===== src/hdl/enable_gen_pkg.sv =====
package enable_gen_pkg;

    // Widest count the port types can carry
    parameter int COUNT_WIDTH = 32;

    // Register bus word size
    parameter int BUS_WIDTH = 32;

    typedef logic [COUNT_WIDTH-1:0] count_t;
    typedef logic [BUS_WIDTH-1:0] addr_t;
    typedef logic [BUS_WIDTH-1:0] data_t;

    // Bus write machine states
    typedef enum logic [1:0] {
        IDLE  = 2'd0,
        APPLY = 2'd1
    } bus_state_t;

    // Register map, relative to the base address
    localparam addr_t CTRL_OFFSET = 32'h0000_0000;
    localparam addr_t PERIOD_OFFSET = 32'h0000_0004;
    localparam addr_t THRESH1_OFFSET = 32'h0000_0008;
    localparam addr_t THRESH2_OFFSET = 32'h0000_000c;

    // Control register fields
    localparam int RUN_BIT = 0;

endpackage

===== src/hdl/enable_gen_top.sv =====
`timescale 1ns/100ps

module enable_gen_top #(
    parameter enable_gen_pkg::addr_t BASE_ADDRESS = '0,
    parameter int COUNT_WIDTH = enable_gen_pkg::COUNT_WIDTH
) (
    input  logic                  clock,
    input  logic                  reset,
    input  logic                  gen_enable,
    input  logic                  write_strobe,
    input  enable_gen_pkg::addr_t address,
    input  enable_gen_pkg::data_t write_data,
    output logic                  ready,
    output logic                  enable_1,
    output logic                  enable_2
);

    import enable_gen_pkg::*;

    count_t period;
    count_t threshold_1;
    count_t threshold_2;
    count_t count;
    logic run_bit;
    logic counting;
    logic count_enable;

    // Either source keeps the counter running
    assign count_enable = run_bit | gen_enable;

    bus_write_fsm #(
        .BASE_ADDRESS(BASE_ADDRESS),
        .COUNT_WIDTH(COUNT_WIDTH)
    ) u_bus_write_fsm (
        .clock(clock),
        .reset(reset),
        .write_strobe(write_strobe),
        .address(address),
        .write_data(write_data),
        .ready(ready),
        .run_bit(run_bit),
        .period(period),
        .threshold_1(threshold_1),
        .threshold_2(threshold_2)
    );

    period_counter #(
        .COUNT_WIDTH(COUNT_WIDTH)
    ) u_period_counter (
        .clock(clock),
        .reset(reset),
        .count_enable(count_enable),
        .period(period),
        .count(count),
        .counting(counting)
    );

    enable_comparator #(
        .COUNT_WIDTH(COUNT_WIDTH)
    ) u_comparator_1 (
        .clock(clock),
        .reset(reset),
        .count(count),
        .counting(counting),
        .threshold(threshold_1),
        .enable(enable_1)
    );

    enable_comparator #(
        .COUNT_WIDTH(COUNT_WIDTH)
    ) u_comparator_2 (
        .clock(clock),
        .reset(reset),
        .count(count),
        .counting(counting),
        .threshold(threshold_2),
        .enable(enable_2)
    );

endmodule


===== src/hdl/enable_comparator.sv =====
`timescale 1ns/100ps

module enable_comparator #(
    parameter int COUNT_WIDTH = enable_gen_pkg::COUNT_WIDTH
) (
    input  logic                   clock,
    input  logic                   reset,
    input  enable_gen_pkg::count_t count,
    input  logic                   counting,
    input  enable_gen_pkg::count_t threshold,
    output logic                   enable
);

    logic match;

    // Count never passes the period, so a higher threshold never matches
    assign match = counting && (count[COUNT_WIDTH-1:0] == threshold[COUNT_WIDTH-1:0]);

    always_ff @(posedge clock) begin
        if (!reset) begin
            enable <= 1'b0;
        end else begin
            enable <= match;
        end
    end

    // Back to back pulses with a steady threshold mean the count sat at 0,
    // which the counter only does with a zero period
    single_pulse: assert property (
        @(posedge clock) disable iff (!reset)
        (enable && $past(enable) && ($past(threshold) == $past(threshold, 2)))
            |-> ($past(count) == '0)
    ) else $error("enable held high outside a zero period");

endmodule


===== src/hdl/period_counter.sv =====
`timescale 1ns/100ps

module period_counter #(
    parameter int COUNT_WIDTH = enable_gen_pkg::COUNT_WIDTH
) (
    input  logic                   clock,
    input  logic                   reset,
    input  logic                   count_enable,
    input  enable_gen_pkg::count_t period,
    output enable_gen_pkg::count_t count,
    output logic                   counting
);

    import enable_gen_pkg::*;

    logic [COUNT_WIDTH-1:0] count_q;
    logic wrap;

    // Greater-or-equal so that a smaller period restarts the count at once
    assign wrap = count_q >= period[COUNT_WIDTH-1:0];

    always_ff @(posedge clock) begin
        if (!reset) begin
            count_q <= '0;
            counting <= 1'b0;
        end else if (count_enable) begin
            counting <= 1'b1;
            if (wrap) begin
                count_q <= '0;
            end else begin
                count_q <= count_q + 1'b1;
            end
        end else begin
            counting <= 1'b0;
            count_q <= '0;
        end
    end

    // Zero extended to the port width
    assign count = count_t'(count_q);

    idle_count_zero: assert property (
        @(posedge clock) disable iff (!reset)
        !counting |-> (count == '0)
    ) else $error("count is not zero while stopped");

endmodule


===== src/hdl/bus_write_fsm.sv =====
`timescale 1ns/100ps

module bus_write_fsm #(
    parameter enable_gen_pkg::addr_t BASE_ADDRESS = '0,
    parameter int COUNT_WIDTH = enable_gen_pkg::COUNT_WIDTH
) (
    input  logic                   clock,
    input  logic                   reset,
    input  logic                   write_strobe,
    input  enable_gen_pkg::addr_t  address,
    input  enable_gen_pkg::data_t  write_data,
    output logic                   ready,
    output logic                   run_bit,
    output enable_gen_pkg::count_t period,
    output enable_gen_pkg::count_t threshold_1,
    output enable_gen_pkg::count_t threshold_2
);

    import enable_gen_pkg::*;

    // Full register addresses
    localparam addr_t CTRL_ADDRESS = addr_t'(BASE_ADDRESS + CTRL_OFFSET);
    localparam addr_t PERIOD_ADDRESS = addr_t'(BASE_ADDRESS + PERIOD_OFFSET);
    localparam addr_t THRESH1_ADDRESS = addr_t'(BASE_ADDRESS + THRESH1_OFFSET);
    localparam addr_t THRESH2_ADDRESS = addr_t'(BASE_ADDRESS + THRESH2_OFFSET);

    bus_state_t state;
    addr_t latched_address;
    data_t latched_data;
    count_t write_value;
    logic accept;

    // A write is taken only while the machine is waiting
    assign accept = write_strobe && (state == IDLE);

    // Write data cut down to the counter width
    assign write_value = count_t'(latched_data[COUNT_WIDTH-1:0]);

    always_ff @(posedge clock) begin
        if (accept) begin
            latched_address <= address;
            latched_data <= write_data;
        end
    end

    always_ff @(posedge clock) begin
        if (!reset) begin
            state <= IDLE;
            ready <= 1'b1;
        end else begin
            case (state)
                IDLE: begin
                    if (write_strobe) begin
                        state <= APPLY;
                        ready <= 1'b0;
                    end
                end
                APPLY: begin
                    // Register update happens this cycle, bus is free again next
                    state <= IDLE;
                    ready <= 1'b1;
                end
                default: begin
                    state <= IDLE;
                    ready <= 1'b1;
                end
            endcase
        end
    end

    // Decode of the latched write
    always_ff @(posedge clock) begin
        if (!reset) begin
            run_bit <= 1'b0;
            period <= '0;
            threshold_1 <= '0;
            threshold_2 <= '0;
        end else if (state == APPLY) begin
            case (latched_address)
                CTRL_ADDRESS: begin
                    run_bit <= latched_data[RUN_BIT];
                end
                PERIOD_ADDRESS: begin
                    period <= write_value;
                end
                THRESH1_ADDRESS: begin
                    threshold_1 <= write_value;
                end
                THRESH2_ADDRESS: begin
                    threshold_2 <= write_value;
                end
                default: begin
                    // Unmapped address, nothing changes
                end
            endcase
        end
    end

    // Ready is the only view the bus has of the state
    ready_matches_state: assert property (
        @(posedge clock) disable iff (!reset)
        ready == (state != APPLY)
    ) else $error("ready out of step with bus state");

    state_legal: assert property (
        @(posedge clock) disable iff (!reset)
        state inside {IDLE, APPLY}
    ) else $error("bus state holds an illegal encoding");

endmodule


===== config.mk =====
export PLATFORM = sky130hd
export DESIGN_NAME = enable_gen_top
export DESIGN_NICKNAME = d
export VERILOG_FILES = /design/src/hdl/enable_gen_pkg.sv /design/src/hdl/enable_gen_top.sv /design/src/hdl/enable_comparator.sv /design/src/hdl/period_counter.sv /design/src/hdl/bus_write_fsm.sv
export SDC_FILE = /design/constraint.sdc
export NUM_CORES = 1
export LEC_CHECK = 0
export BUFFER_PORTS_ARGS = -buffer_cell sky130_fd_sc_hd__buf_2
export CAP_MARGIN = 25
export CELL_PAD_IN_SITES_DETAIL_PLACEMENT = 1
export CELL_PAD_IN_SITES_GLOBAL_PLACEMENT = 1
export CORE_MARGIN = 2
export CORE_UTILIZATION = 50
export CTS_BUF_LIST = sky130_fd_sc_hd__clkbuf_8
export CTS_CLUSTER_DIAMETER = 60
export CTS_CLUSTER_SIZE = 10
export DETAILED_ROUTE_END_ITERATION = 12
export GPL_TIMING_DRIVEN = 0
export PLACE_DENSITY = 0.86
export SLEW_MARGIN = 20
export SYNTH_ARGS = -nofsm -noshare
export SYNTH_HDL_FRONTEND = slang
export SYNTH_SLANG_ARGS = --single-unit
export TNS_END_PERCENT = 50

===== constraint.sdc =====
create_clock -name clock -period 4.33 [get_ports clock]
set_input_delay 0.6495 -clock clock [delete_from_list [all_inputs] [get_ports clock]]
set_output_delay 0.6495 -clock clock [all_outputs]
set_load 0.02 [all_outputs]

# Yosys cells after proc, flatten, opt, wreduce, memory -nomap -nowiden
# Index checks and enable logic that the tools add are counted.
dict set report totals {
  register_bits 198
}
dict set report op_classes {
  reduce_logical 11
  bitwise 3
  muxes 1
  n_lt_le_gt_ge 1
  add_sub_neg 1
  n_eq_ne 5
}
# cell count
set ops {}
lappend ops {{32-bit equality test} 2}
lappend ops {{32-bit by 4-bit equality test with 1-bit output (second input constant)} 2}
lappend ops {{32-bit by 1-bit adder with 32-bit output (second input constant)} 1}
lappend ops {{32-bit by 3-bit equality test with 1-bit output (second input constant)} 1}
lappend ops {{32-bit >= comparator} 1}
lappend ops {{32-bit logical NOT} 1}
lappend ops {{2-bit AND reduction} 5}
lappend ops {{1-bit logical AND} 3}
lappend ops {{3-bit OR reduction} 1}
lappend ops {{2-bit logical NOT} 1}
lappend ops {{1-bit inverter} 2}
lappend ops {{1-bit two-way mux} 1}
lappend ops {{1-bit OR} 1}

# Logic depth before layout (Yosys ltp)
# Gate-level depths: netlist of run 1.
dict set report depth {
  ltp_word 3
  ltp_mapped 8
  mapped_depth_nobuf 7
}

# Hierarchy
# A second synthesis of run 1 with hierarchy kept.
dict set report hier_totals {
  cells_unflattened 797
  area_unflattened_um2 8943.6
}
# module area_per_inst_um2 cells_each instances seq_area_each_um2
set by_module_without_submodules {}
lappend by_module_without_submodules {bus_write_fsm 5774.3 433 1 3903.7}
lappend by_module_without_submodules {period_counter 2407.3 273 1 660.6}
lappend by_module_without_submodules {enable_comparator 377.9 45 2 20.0}
lappend by_module_without_submodules {enable_gen_top 6.3 1 1 0.0}

# Worst setup path before layout of run 1
# No wires, ideal clock.
dict set report synth_timing {
  kind {in2reg}
  from {in write_strobe}
  to {reg u_bus_write_fsm.latched_address[0], enable pin}
  path_slack_ns 0.372
  t_required_ns 3.836
  path_buffers 0
  stages 1
  arrival_ns 3.464
  setup_ns 0.494
  cell_sequence {nor2b_1}
}
dict set report synth_between {
  elab_chain_cells 1
}
# element line_no
set synth_lines {}
lappend synth_lines {{from (decl)} enable_gen_top.sv:10} ;# input logic write_strobe,
lappend synth_lines {{1-bit logical AND} bus_write_fsm.sv:34} ;# assign accept = write_strobe && (state == IDLE);
lappend synth_lines {{to (signal assigned)} bus_write_fsm.sv:41} ;# latched_address <= address;
lappend synth_lines {{to (decl)} bus_write_fsm.sv:28} ;# addr_t latched_address;
# No other way between the ends.
# A chain may end at the register's enable or synchronous reset.

# Final worst setup path of run 1
dict set report layout_timing {
  from {reg u_period_counter.count_q[0] (netlist: u_period_counter.count[0])}
  to {reg u_period_counter.count_q[5] (netlist: u_period_counter.count[5])}
}
dict set report layout_between {
  elab_chain_cells 2
  word_cells_on_any_way 3
  classes_between {1 x add/sub; 1 x order compare; 1 x reduce/logical}
}
# element line_no
set layout_lines {}
lappend layout_lines {{from (decl)} period_counter.sv:16} ;# logic [COUNT_WIDTH-1:0] count_q;
lappend layout_lines {{from (signal assigned)} period_counter.sv:31} ;# count_q <= count_q + 1'b1;
lappend layout_lines {{32-bit >= comparator} period_counter.sv:20} ;# assign wrap = count_q >= period[COUNT_WIDTH-1:0];
lappend layout_lines {{3-bit OR reduction (no line)} --}
# Parallel ways exist; a longest one is shown, timed or not.

==> results of run 1 <==
-- metal layers --
layer | wire length, um | global-route usage (%) | vias to the layer above
met4 | 733 | 9.62 | 2
met1 | 9640 | 30.0 | 2963
met2 | 11300 | 42.2 | 118
li1 | - | - | 2875
met5 | 13 | 0 | -
met3 | 944 | 5.18 | 46
-- final timing paths --
check | cells after the start | to | start
min reg2reg | 2 | u_bus_write_fsm.period[30] | u_bus_write_fsm.period[30]
min | 1 | u_bus_write_fsm.latched_address[24] | address[24]
max | 8 | u_period_counter.count[5] | u_period_counter.count[0]
max reg2reg | 8 | u_period_counter.count[5] | u_period_counter.count[0]
-- state kept, by name, indices dropped and copies added, names as in the netlist --
register / cells
u_comparator_1.enable: 1
u_bus_write_fsm.run_bit: 1
u_bus_write_fsm.ready: 1
u_period_counter.counting: 1
u_bus_write_fsm.period: 32
u_period_counter.count: 32
u_bus_write_fsm.latched_data: 32
u_comparator_2.enable: 1
u_bus_write_fsm.threshold_2: 32
u_bus_write_fsm.latched_address: 32
u_bus_write_fsm.threshold_1: 32
u_bus_write_fsm.state: 1
-- cell families after synthesis --
logic type,after synthesis
DFF,198
buffers and inverters,83
AOI/OAI and AO/OA,26
adders and majority gates,33
muxes,97
xor gates and xnor gates,94
and+or+nand+nor,245
-- power by group through the flow --
stage	Combinational, uW	Sequential, uW	Clock [uW]
global route	117	1990	1380
CTS	110	1990	1300
global placement	96.1	2030	0
finish	108	1990	1270
floorplan	47.4	2030	0
detailed placement	110	2030	0
-- area by class of cell --
cell class,count,area share (%)
flip-flops and latches,198,45.1
multi-input cells,495,39.9
repair buffers,72,3.90
well taps,229,2.81
plain buffers,46,2.67
clock buffers,17,2.29
clock inverters,15,1.99
inverters,37,1.36
-- critical path, delay by kind of cell, from the launching register on --
kind | cells | cell delay [ns]
compound gates | 3 | 1.52
buf+inv | 2 | 0.25
simple gates | 2 | 0.37
flops | 1 | 0.58
fa+ha+maj | 1 | 0.27
-- per-stage QoR --
stage / utilization, % / setup WS [ns] / setup TNS, ns / total power (uW) / std cells
after CTS: 57.0 / 1.27 / 0 / 3400 / 1109
after global routing: 57.0 / 1.11 / 0 / 3490 / 1109
after floorplan: - / 0.372 / 0 / 2070 / 776
after global placement: 54.3 / -1.11 / -70.68 / 2130 / 1075
after detailed placement: 54.6 / 1.35 / 0 / 2140 / 1077
final: 57.0 / 1.23 / 0 / 3370 / 1109
-- cell usage after synthesis, drive strengths merged --
master	instances	area [um2]
a2111oi	1	8.76
a211oi	1	7.51
a21o	6	45.0
a21oi	10	50.1
a221o	1	10.0
and2	3	18.8
and3	6	37.5
and3b	1	8.76
and4	7	61.3
buf	21	178
clkbuf	25	95.1
dfxtp	134	2680
edfxtp	64	1920
ha	33	413
inv	37	139
mux2i	97	971
nand2	15	56.3
nand2b	3	18.8
nand3	12	60.1
nand3b	1	7.51
nand4	21	153
nor2	3	11.3
nor2b	98	613
nor3	43	305
nor3b	1	7.51
nor4	29	278
nor4b	1	23.8
o2111ai	1	8.76
o21a	4	30.0
o32ai	1	8.76
o41a	1	21.3
or3	1	6.26
xnor2	18	158
xor2	76	666
-- placed cells by master, fill, tap and decap left out, drive strengths merged, types with 4 or more instances in the layout --
| master | instances |
|---|---|
| dfxtp | 134 |
| nor2b | 98 |
| mux2i | 97 |
| buf | 93 |
| xor2 | 76 |
| edfxtp | 64 |
| inv | 44 |
| nor3 | 43 |
| clkbuf | 42 |
| ha | 33 |
| nor4 | 29 |
| nand4 | 21 |
| xnor2 | 18 |
| nand2 | 15 |
| nand3 | 12 |
| a21oi | 10 |
| and4 | 7 |
| a21o | 6 |
| and3 | 6 |
| clkinv | 5 |
| o21a | 4 |
==> out/results.tsv, run 1 <==
metric	value	unit
largest family of logic cells by synthesized area	simple AND/OR/NAND/NOR gates	
Storage cell area	4600	um2
vias in the first global route	6678	
first-pass GRT wire length	36.4	mm
# resized after CTS	0	
Switching Share	25.5	%
mux cell area share after synthesis	10.7	%
Post-Synth XOR/XNOR Area	9.07	%
unrepaired setup endpoints after global routing	false	
crit path max-delay cell type	a2111oi_1	
Adder-Cell Fraction of Synth Area	4.55	%
total CTS buffers	17	
crit-path max FO	10	
clock buffer depth	2	
Flop pwr share	59.0	%
Int Pwr	2510	uW
detailed placer's ending HPWL	16.8	mm
peak supply drop	0.369	mV
Layout Nets	968	
Post-Syn Nets	877	
post-synthesis compound-gate area fraction	2.09	%
simple-gate share of the synthesized area	18.4	%
Layout area overhead	12.4	%
CP Launch Type	flop	
final setup fails	0	
RePlAce Congestion	0.848	
CTS tree	yes	
average cell area after synthesis	11.7	um2
crit-path max cell delay	0.86	ns
Antenna Violating Nets Remaining	0	
# diodes	0	
Fillers	1888	
TritonRoute pass-1 iters	4	
final WL	22.6	mm
Final Cell Area	10200	um2
largest net degree at the start of global routing	28	
Die Ht	139	um
Clock Latency Late Sink	0.49	ns
combinational fraction of design power	3.2	%
period utilisation layout	71.5	%
Placeable Area	17900	um2
Clock Sinks	198	
Netlist Area Pre-Place	9080	um2
Post-Syn Instances	776	
area of the multi-input gates	4070	um2
NetSw	859	uW
H-tree lvl count	4	
DRC viols	0	
Power Density	330	nW/um2
Fmax	323	MHz
flop2flop setup slack	1.23	ns
sequential share of the synthesized area	50.7	%
die area	19300	um2
Starting Density	50.7	%
Port Buffers	70	
Critical Path, Cell by Cell	inv_1, ha_1, nand2b_1, a2111oi_1, o32ai_1, o41a_4, buf_6, nor3_1	
Rel. slew slack	37.8	%
number of synthesized register bits	198	
Critical Path AT	3.49	ns
row count	49	
worst hold path type	in -> reg	
Tmin final	3.10	ns
WL per Instance	20.4	um
Fin. Hold Viols	0	
CP required	4.73	ns
cts hold-fix bufs	0	
MaxCap Viol Count	0	
DR vias	6004	
Chip Width	139	um
number of synthesis warnings	0	
ratio of cells with drive above 1 in the final layout	17.5	%
status	finished, final reports clean	
postcts setup bufs	0	
Worst Skew	0.0134	ns
Root Driver	clkbuf_8	
placed instance area	9770	um2
Leak	0.00384	uW
Yosys cell types	42	
max-slew violation count	0	
clk slew on worst S/H paths	0.12	ns
gr ovfl total	0	
endpoint class of the critical path	flop	
DRT iter0 DRCs	308	
critical path class	reg -> reg	
Total GRT Usage	24.5	%
Least-Margin Pin Slew	0.931	ns
initial antenna violation count	1	
Hold Worst Slack	0.321	ns
via density per instance	5.41	
num ports	71	
clock group share of total power	37.8	%
No activity file was read; power rests on OpenSTA's default activity.
==> run 2, diff against run 1 <==
--- a/config.mk
+++ b/config.mk
@@ -5,18 +5,19 @@
 export SDC_FILE = /design/constraint.sdc
 export NUM_CORES = 1
 export LEC_CHECK = 0
+export ABC_AREA = 1
 export BUFFER_PORTS_ARGS = -buffer_cell sky130_fd_sc_hd__buf_2
 export CAP_MARGIN = 25
 export CELL_PAD_IN_SITES_DETAIL_PLACEMENT = 1
 export CELL_PAD_IN_SITES_GLOBAL_PLACEMENT = 1
 export CORE_MARGIN = 2
-export CORE_UTILIZATION = 50
+export CORE_UTILIZATION = 47
 export CTS_BUF_LIST = sky130_fd_sc_hd__clkbuf_8
 export CTS_CLUSTER_DIAMETER = 60
 export CTS_CLUSTER_SIZE = 10
 export DETAILED_ROUTE_END_ITERATION = 12
 export GPL_TIMING_DRIVEN = 0
-export PLACE_DENSITY = 0.86
+export PLACE_DENSITY = 0.87
 export SLEW_MARGIN = 20
 export SYNTH_ARGS = -nofsm -noshare
 export SYNTH_HDL_FRONTEND = slang
==> constraint.sdc (replaced) <==
create_clock -name clock -period 3 [get_ports clock]
set_input_delay 0.45 -clock clock [delete_from_list [all_inputs] [get_ports clock]]
set_output_delay 0.45 -clock clock [all_outputs]
set_load 0.02 [all_outputs]
==> out/results.tsv, run 2 <==
metric	value	unit	change
status	finished, final reports clean		
via density per instance	5.38		-0.54%
Tmin final	2.29	ns	-0.810 ns
Rel. slew slack	53.2	%	+15 points
post-layout util	53.7	%	-3.4 points
Switching Share	27.1	%	+1.6 points
WL per Instance	18.5	um	-9.4%
post-route setup slack	0.714	ns	-0.520 ns
Netlist Area Pre-Place	9730	um2	+7.2%
area of the multi-input gates	4310	um2	+5.8%
max-slew violation count	0		unchanged
Storage cell area	4600	um2	unchanged
postcts setup bufs	0		unchanged
Leak	0.00448	uW	+16%
post-synth top area share	27.6	%	-2.0 points
CP required	3.36	ns	-1.37 ns
Port Buffers	70		unchanged
count leader, synth	nand2_1		
period utilisation layout	76.2	%	+4.7 points
cts hold-fix bufs	0		unchanged
synth cell count leaders	nand2_1 (278), nor2_1 (218), dfxtp_1 (134), inv_1 (122), nand3_1 (118)		
vias in the first global route	9092		+36%
sequential share of the synthesized area	47.3	%	-3.4 points
Total GRT Usage	28.5	%	+4.0 points
CP endpoint	u_period_counter.count[0]		
number of synthesis warnings	0		unchanged
reg2reg end	u_period_counter.count[0]		
DRC viols	0		unchanged
DR WL met2	14.6	mm	+29%
commonest non-fill, non-tap cell in the layout	nand2_1		
Fmax	437	MHz	+35%
reg2reg path depth	12		+4
CP Launch Type	flop		
unrepaired setup endpoints after global routing	false		
first-pass GRT wire length	47.8	mm	+31%
Main synth FF type	dfxtp_1		
metal3 WL	1.44	mm	+53%
largest area contributor in the netlist	dfxtp_1		
number of synthesized register bits	198		unchanged
worst hold path type	in -> reg		
Yosys cell types	34		-19%
R2R Path Start	u_period_counter.count[0]		
flop2flop setup slack	0.71	ns	-0.52 ns
num ports	71		unchanged
clock group share of total power	36.7	%	-1.1 points
final setup fails	0		unchanged
Post-Syn Instances	1265		+63%
Antenna Violating Nets Remaining	0		unchanged
combinational fraction of design power	5.0	%	+1.8 points
total CTS buffers	17		unchanged
row count	52		+6.1%
peak supply drop	0.351	mV	-4.9%
Layout area overhead	12.0	%	
gr ovfl total	0		unchanged
Worst Skew	0.0265	ns	+0.0132 ns
Post-synth EDFFs	64		unchanged
Fillers	2572		+36%
NetSw	1320	uW	+54%
final WL	30.3	mm	+34%
Layout Nets	1457		+51%
# diodes	0		unchanged
DRT iter0 DRCs	537		+74%
Clock Sinks	198		unchanged
ratio of cells with drive above 1 in the final layout	12.4	%	-5.1 points
Placeable Area	20300	um2	+13%
Starting Density	47.9	%	-2.8 points
clock buffer depth	2		unchanged
top sig layer	met4		
crit-path max FO	10		unchanged
Fin. Hold Viols	0		unchanged
largest net degree at the start of global routing	31		+11%
MaxCap Viol Count	0		unchanged
Clock Latency Late Sink	0.49	ns	about the same
Metal-1 WL	12.9	mm	+34%
pre-CTS setup slack	0.808	ns	-0.543 ns
Post-Syn Nets	1366		+56%
Least-Margin Pin Slew	0.702	ns	-0.229 ns
FFs w/ async S/R, synth	0	%	unchanged
detailed placer's ending HPWL	23.6	mm	+40%
RePlAce Congestion	0.926		+9.1%
DR vias	8825		+47%
critical path class	reg -> reg		
Root Driver	clkbuf_8		
die area	21900	um2	+14%
TritonRoute pass-1 iters	5		+1
Critical Path AT	2.64	ns	-0.85 ns
Synth area leaders	dfxtp_1 (28%), edfxtp_1 (20%), nand2_1 (11%)		
# resized after CTS	0		unchanged
Critical Path Source	u_period_counter.count[0]		
Int Pwr	3550	uW	+41%
setup_tns	0	ns	unchanged
Die Ht	148	um	+6.6%
Chip Width	148	um	+6.6%
clk slew on worst S/H paths	0.13	ns	about the same
most frequent cells in the layout	nand2_1 (278), nor2_1 (217), dfxtp_1 (134)		
endpoint class of the critical path	flop		
Power Density	447	nW/um2	+35%
Flop pwr share	58.4	%	-0.6 points
total power	4870	uW	+45%
CTS tree	yes		
initial antenna violation count	0		-1
average cell area after synthesis	7.69	um2	-34%
H-tree lvl count	4		unchanged
[run 2: cell families after synthesis]
kind of cell / count (synthesis) / synth area share, %
xor gates and xnor gates: 46 / 4.14
and+or+nand+nor: 656 / 28.4
buffers and inverters: 194 / 8.50
AOI/OAI and AO/OA: 138 / 7.44
DFF: 198 / 47.3
adders and majority gates: 33 / 4.24
[run 2: metrics by stage]
stage / cells / hold slack, ns / area (um2)
2_1_floorplan: 1265 / 0.452 / 9740
3_3_place_gp: 1605 / 0.447 / 10400
3_5_place_dp: 1607 / 0.461 / 10500
4_1_cts: 1639 / 0.102 / 10900
5_1_grt: 1639 / 0.0990 / 10900
6_report: 1639 / 0.118 / 10900
[run 2: layout make-up]
cell class / count / area share [%]
timing repair buffer: 72 / 3.65
tap: 270 / 3.10
buffer: 62 / 3.04
multi-input combinational: 873 / 39.5
clock buffer: 17 / 2.15
sequential: 198 / 42.3
inverter: 132 / 4.55
clock inverter: 15 / 1.71
[run 2: power groups by stage]
stage | registers (uW) | logic (uW) | clock network [uW]
5_1_grt | 2850 | 266 | 1900
4_1_cts | 2840 | 242 | 1810
2_1_floorplan | 2900 | 119 | 0
3_5_place_dp | 2910 | 239 | 0
3_3_place_gp | 2900 | 219 | 0
6_report | 2840 | 243 | 1790
[run 2: per-layer routing]
metal	GRT usage, %	vias to the layer above
li1	-	4238
met4	13.4	0
met1	35.3	4234
met2	48.5	265
met5	0	-
met3	4.75	88
[run 2: how the worst min path moves through the flow]
stage                                     from                             endpoint  depth (start not counted)
floorplan           u_bus_write_fsm.period[10]           u_bus_write_fsm.period[10]                          2
global placement         u_bus_write_fsm.ready                u_bus_write_fsm.ready                          2
detailed placement       u_bus_write_fsm.ready                u_bus_write_fsm.ready                          2
CTS                                address[15]  u_bus_write_fsm.latched_address[15]                          1
global route                        address[6]   u_bus_write_fsm.latched_address[6]                          1
finish                          write_data[11]     u_bus_write_fsm.latched_data[11]                          1
[run 2: critical path, cell delays in order (launching register included)]
cell,delay [ns]
dfxtp_1,0.54
inv_1,0.16
ha_1,0.30
nand2_1,0.05
nor2_1,0.11
nand2_1,0.07
nor2_1,0.09
nor2_1,0.05
nand2_1,0.15
nand2_1,0.07
nand2_1,0.17
buf_2,0.31
nor2_1,0.08
==> run 3, diff against run 2 <==
--- a/config.mk
+++ b/config.mk
@@ -11,13 +11,13 @@
 export CELL_PAD_IN_SITES_DETAIL_PLACEMENT = 1
 export CELL_PAD_IN_SITES_GLOBAL_PLACEMENT = 1
 export CORE_MARGIN = 2
-export CORE_UTILIZATION = 47
+export CORE_UTILIZATION = 42
 export CTS_BUF_LIST = sky130_fd_sc_hd__clkbuf_8
 export CTS_CLUSTER_DIAMETER = 60
 export CTS_CLUSTER_SIZE = 10
 export DETAILED_ROUTE_END_ITERATION = 12
 export GPL_TIMING_DRIVEN = 0
-export PLACE_DENSITY = 0.87
+export PLACE_DENSITY = 0.82
 export SLEW_MARGIN = 20
 export SYNTH_ARGS = -nofsm -noshare
 export SYNTH_HDL_FRONTEND = slang
==> constraint.sdc (replaced) <==
create_clock -name clock -period 1.93 [get_ports clock]
set_input_delay 0.2895 -clock clock [delete_from_list [all_inputs] [get_ports clock]]
set_output_delay 0.2895 -clock clock [all_outputs]
set_load 0.02 [all_outputs]
==> out/results.tsv, run 3 (synthesis gave the netlist of run 2 again) <==
metric	value	unit	change
Power Density	663	nW/um2	+48%
commonest non-fill, non-tap cell in the layout	nand2_1		
Fin. Hold Viols	0		unchanged
crit-path max cell delay	0.45	ns	-0.09 ns
Chip Width	156	um	+5.6%
gr ovfl total	0		unchanged
Clock Latency Late Sink	0.51	ns	+0.02 ns
Tmin final	1.99	ns	-0.299 ns
GR Layer Usage met2	52.0	%	+3.6 points
final WL	37.4	mm	+23%
placed instance area	10500	um2	+0.11%
max-slew violation count	0		unchanged
clock group share of total power	37.5	%	+0.8 points
most frequent cells in the layout	nand2_1 (269), nor2_1 (203), inv_1 (122)		
DRC viols	0		unchanged
Total GRT Usage	29.6	%	+1.2 points
WL per Instance	21.6	um	+17%
Leak	0.00491	uW	+9.6%
DR vias	9684		+9.7%
CP Launch Type	flop		
post-route setup slack	-0.0573	ns	-0.771 ns
Layout Nets	1531		+5.1%
Buf+Inv Stages, Crit Path	2		unchanged
first-pass GRT wire length	54.5	mm	+14%
Int Pwr	5650	uW	+59%
Flop pwr share	55.9	%	-2.5 points
Clock Sinks	198		unchanged
detailed placer's ending HPWL	23.8	mm	+0.89%
clk slew on worst S/H paths	0.14	ns	about the same
Rel. slew slack	51.3	%	-1.9 points
via density per instance	5.60		+4.0%
Least-Margin Pin Slew	0.730	ns	+0.0288 ns
crit path max-delay cell type	edfxtp_1		
Fillers	2805		+9.1%
Final Cell Area	11900	um2	+9.6%
initial antenna violation count	1		+1
ratio of cells with drive above 1 in the final layout	16.1	%	+3.7 points
Starting Density	42.9	%	-5.1 points
Antenna Violating Nets Remaining	0		unchanged
global route hottest layer	met2		
Critical Path AT	2.41	ns	-0.23 ns
Worst Skew	0.0355	ns	+0.00894 ns
clock buffer depth	2		unchanged
row count	55		+5.8%
critical path's most frequent cell	nor2_1		
DRT iter0 DRCs	820		+53%
peak supply drop	0.549	mV	+56%
critical path class	reg -> reg		
Layout area overhead	22.7	%	
period utilisation layout	103	%	+27 points
status	complete, but fails checks		
final setup fails	2		+2
met3 Track Usage GR	5.54	%	+0.79 points
RePlAce Congestion	0.942		+1.8%
crit-path max FO	10		unchanged
Root Driver	clkbuf_8		
Fmax	503	MHz	+15%
vias in the first global route	9791		+7.7%
Port Buffers	70		unchanged
Placeable Area	22700	um2	+12%
TritonRoute pass-1 iters	6		+1
H-tree lvl count	4		unchanged
CP required	2.35	ns	-1.01 ns
die area	24400	um2	+12%
num ports	71		unchanged
Crit path max-delay family	simple AND/OR/NAND/NOR gates		
met1 Use GR	35.6	%	+0.28 points
combinational fraction of design power	6.6	%	+1.6 points
total CTS buffers	17		unchanged
MaxCap Viol Count	0		unchanged
Die Ht	156	um	+5.6%
endpoint class of the critical path	flop		
largest net degree at the start of global routing	31		unchanged
NetSw	2280	uW	+73%
CTS tree	yes		
Critical Path, Cell by Cell	nor2_1, nand2_1, nor2_2, nand2_2, nor2_4, buf_6, buf_4, a21oi_1, nor2_1		
Switching Share	28.7	%	+1.7 points
failing checks	setup timing		
post-layout util	52.6	%	-1.1 points
unrepaired setup endpoints after global routing	true		
worst hold path type	in -> reg		
-- run 3: changes by cell type in the layout (fill, tap and decap cells not counted), moves of 5 or more --
| cell | previous run | this run |
|---|---|---|
| nor2_2 | 5 | 15 |
| buf_8 | 0 | 5 |
| nand2_2 | 2 | 9 |
| buf_6 | 0 | 11 |
| nand2_1 | 278 | 269 |
| clkbuf_2 | 0 | 11 |
| dfxtp_2 | 0 | 12 |
| clkbuf_1 | 15 | 5 |
| buf_4 | 21 | 15 |
| dlygate4sd3_1 | 0 | 64 |
| nor2_1 | 217 | 203 |
| dfxtp_1 | 134 | 119 |
-- run 3: worst min-delay path, cell delays in order --
cell	delay (ns)
buf_2	0.11
inv_2	0.06
nor3_1	0.04
-- run 3: power groups by stage --
stage | clock network, uW | logic [uW] | registers, uW
2_1_floorplan | 0 | 186 | 4510
3_3_place_gp | 0 | 345 | 4510
3_5_place_dp | 0 | 369 | 4520
4_1_cts | 2940 | 472 | 4420
5_1_grt | 3130 | 555 | 4440
6_report | 2970 | 522 | 4430
-- run 3: repair_timing --
item | in CTS | in global routing
endpoints found under the setup margin | 74 | 127
resized for setup | 15 | 84
setup buffers | 0 | 5
hold buffers | 64 | 0
cloned | 0 | 5
pin swaps | 0 | 10
hold endpoints to repair | 64 | 0
-- run 3: worst paths after layout --
check,endpoint,slack [ns],from,depth (start not counted)
max reg2reg,u_bus_write_fsm.threshold_2[14],-0.06,u_bus_write_fsm.latched_address[21],9
max,u_bus_write_fsm.threshold_2[14],-0.06,u_bus_write_fsm.latched_address[21],9
min reg2reg,u_period_counter.count[0],0.47,u_period_counter.count[0],1
min,u_bus_write_fsm.state[0],0.04,reset,3
-- run 3: final cells by class --
type                            instances  area (um2)  share of cell area, %
Buffer                                 62         430                   3.60
Clock inverter                         15         203                   1.70
Antenna cell                            1        2.50                 0.0210
Timing Repair Buffer                  146        1160                   9.73
Tap cell                              285         357                   2.99
Inverter                              132         495                   4.15
Sequential cell                       198        4630                   38.8
Multi-Input combinational cell        873        4430                   37.1
Clock buffer                           17         234                   1.96
-- run 3: metrics by stage --
stage	hold WS [ns]	worst slack, ns	TNS [ns]	power [uW]	cells
after floorplan	0.388	0.210	0	4700	1265
after global placement	0.444	-0.254	-18.88	4860	1620
after detailed placement	0.443	-0.298	-9.99	4890	1622
after CTS	0.0193	0.0307	0	7840	1718
after global routing	0.0232	-0.151	-5.07	8120	1729
final	0.0381	-0.0573	-0.108	7920	1729
-- run 3: metal layers --
layer,share of wire (%),vias up
met3,7.0,127
met1,39,4679
li1,-,4399
met5,0,-
met2,49,479
met4,5.2,0
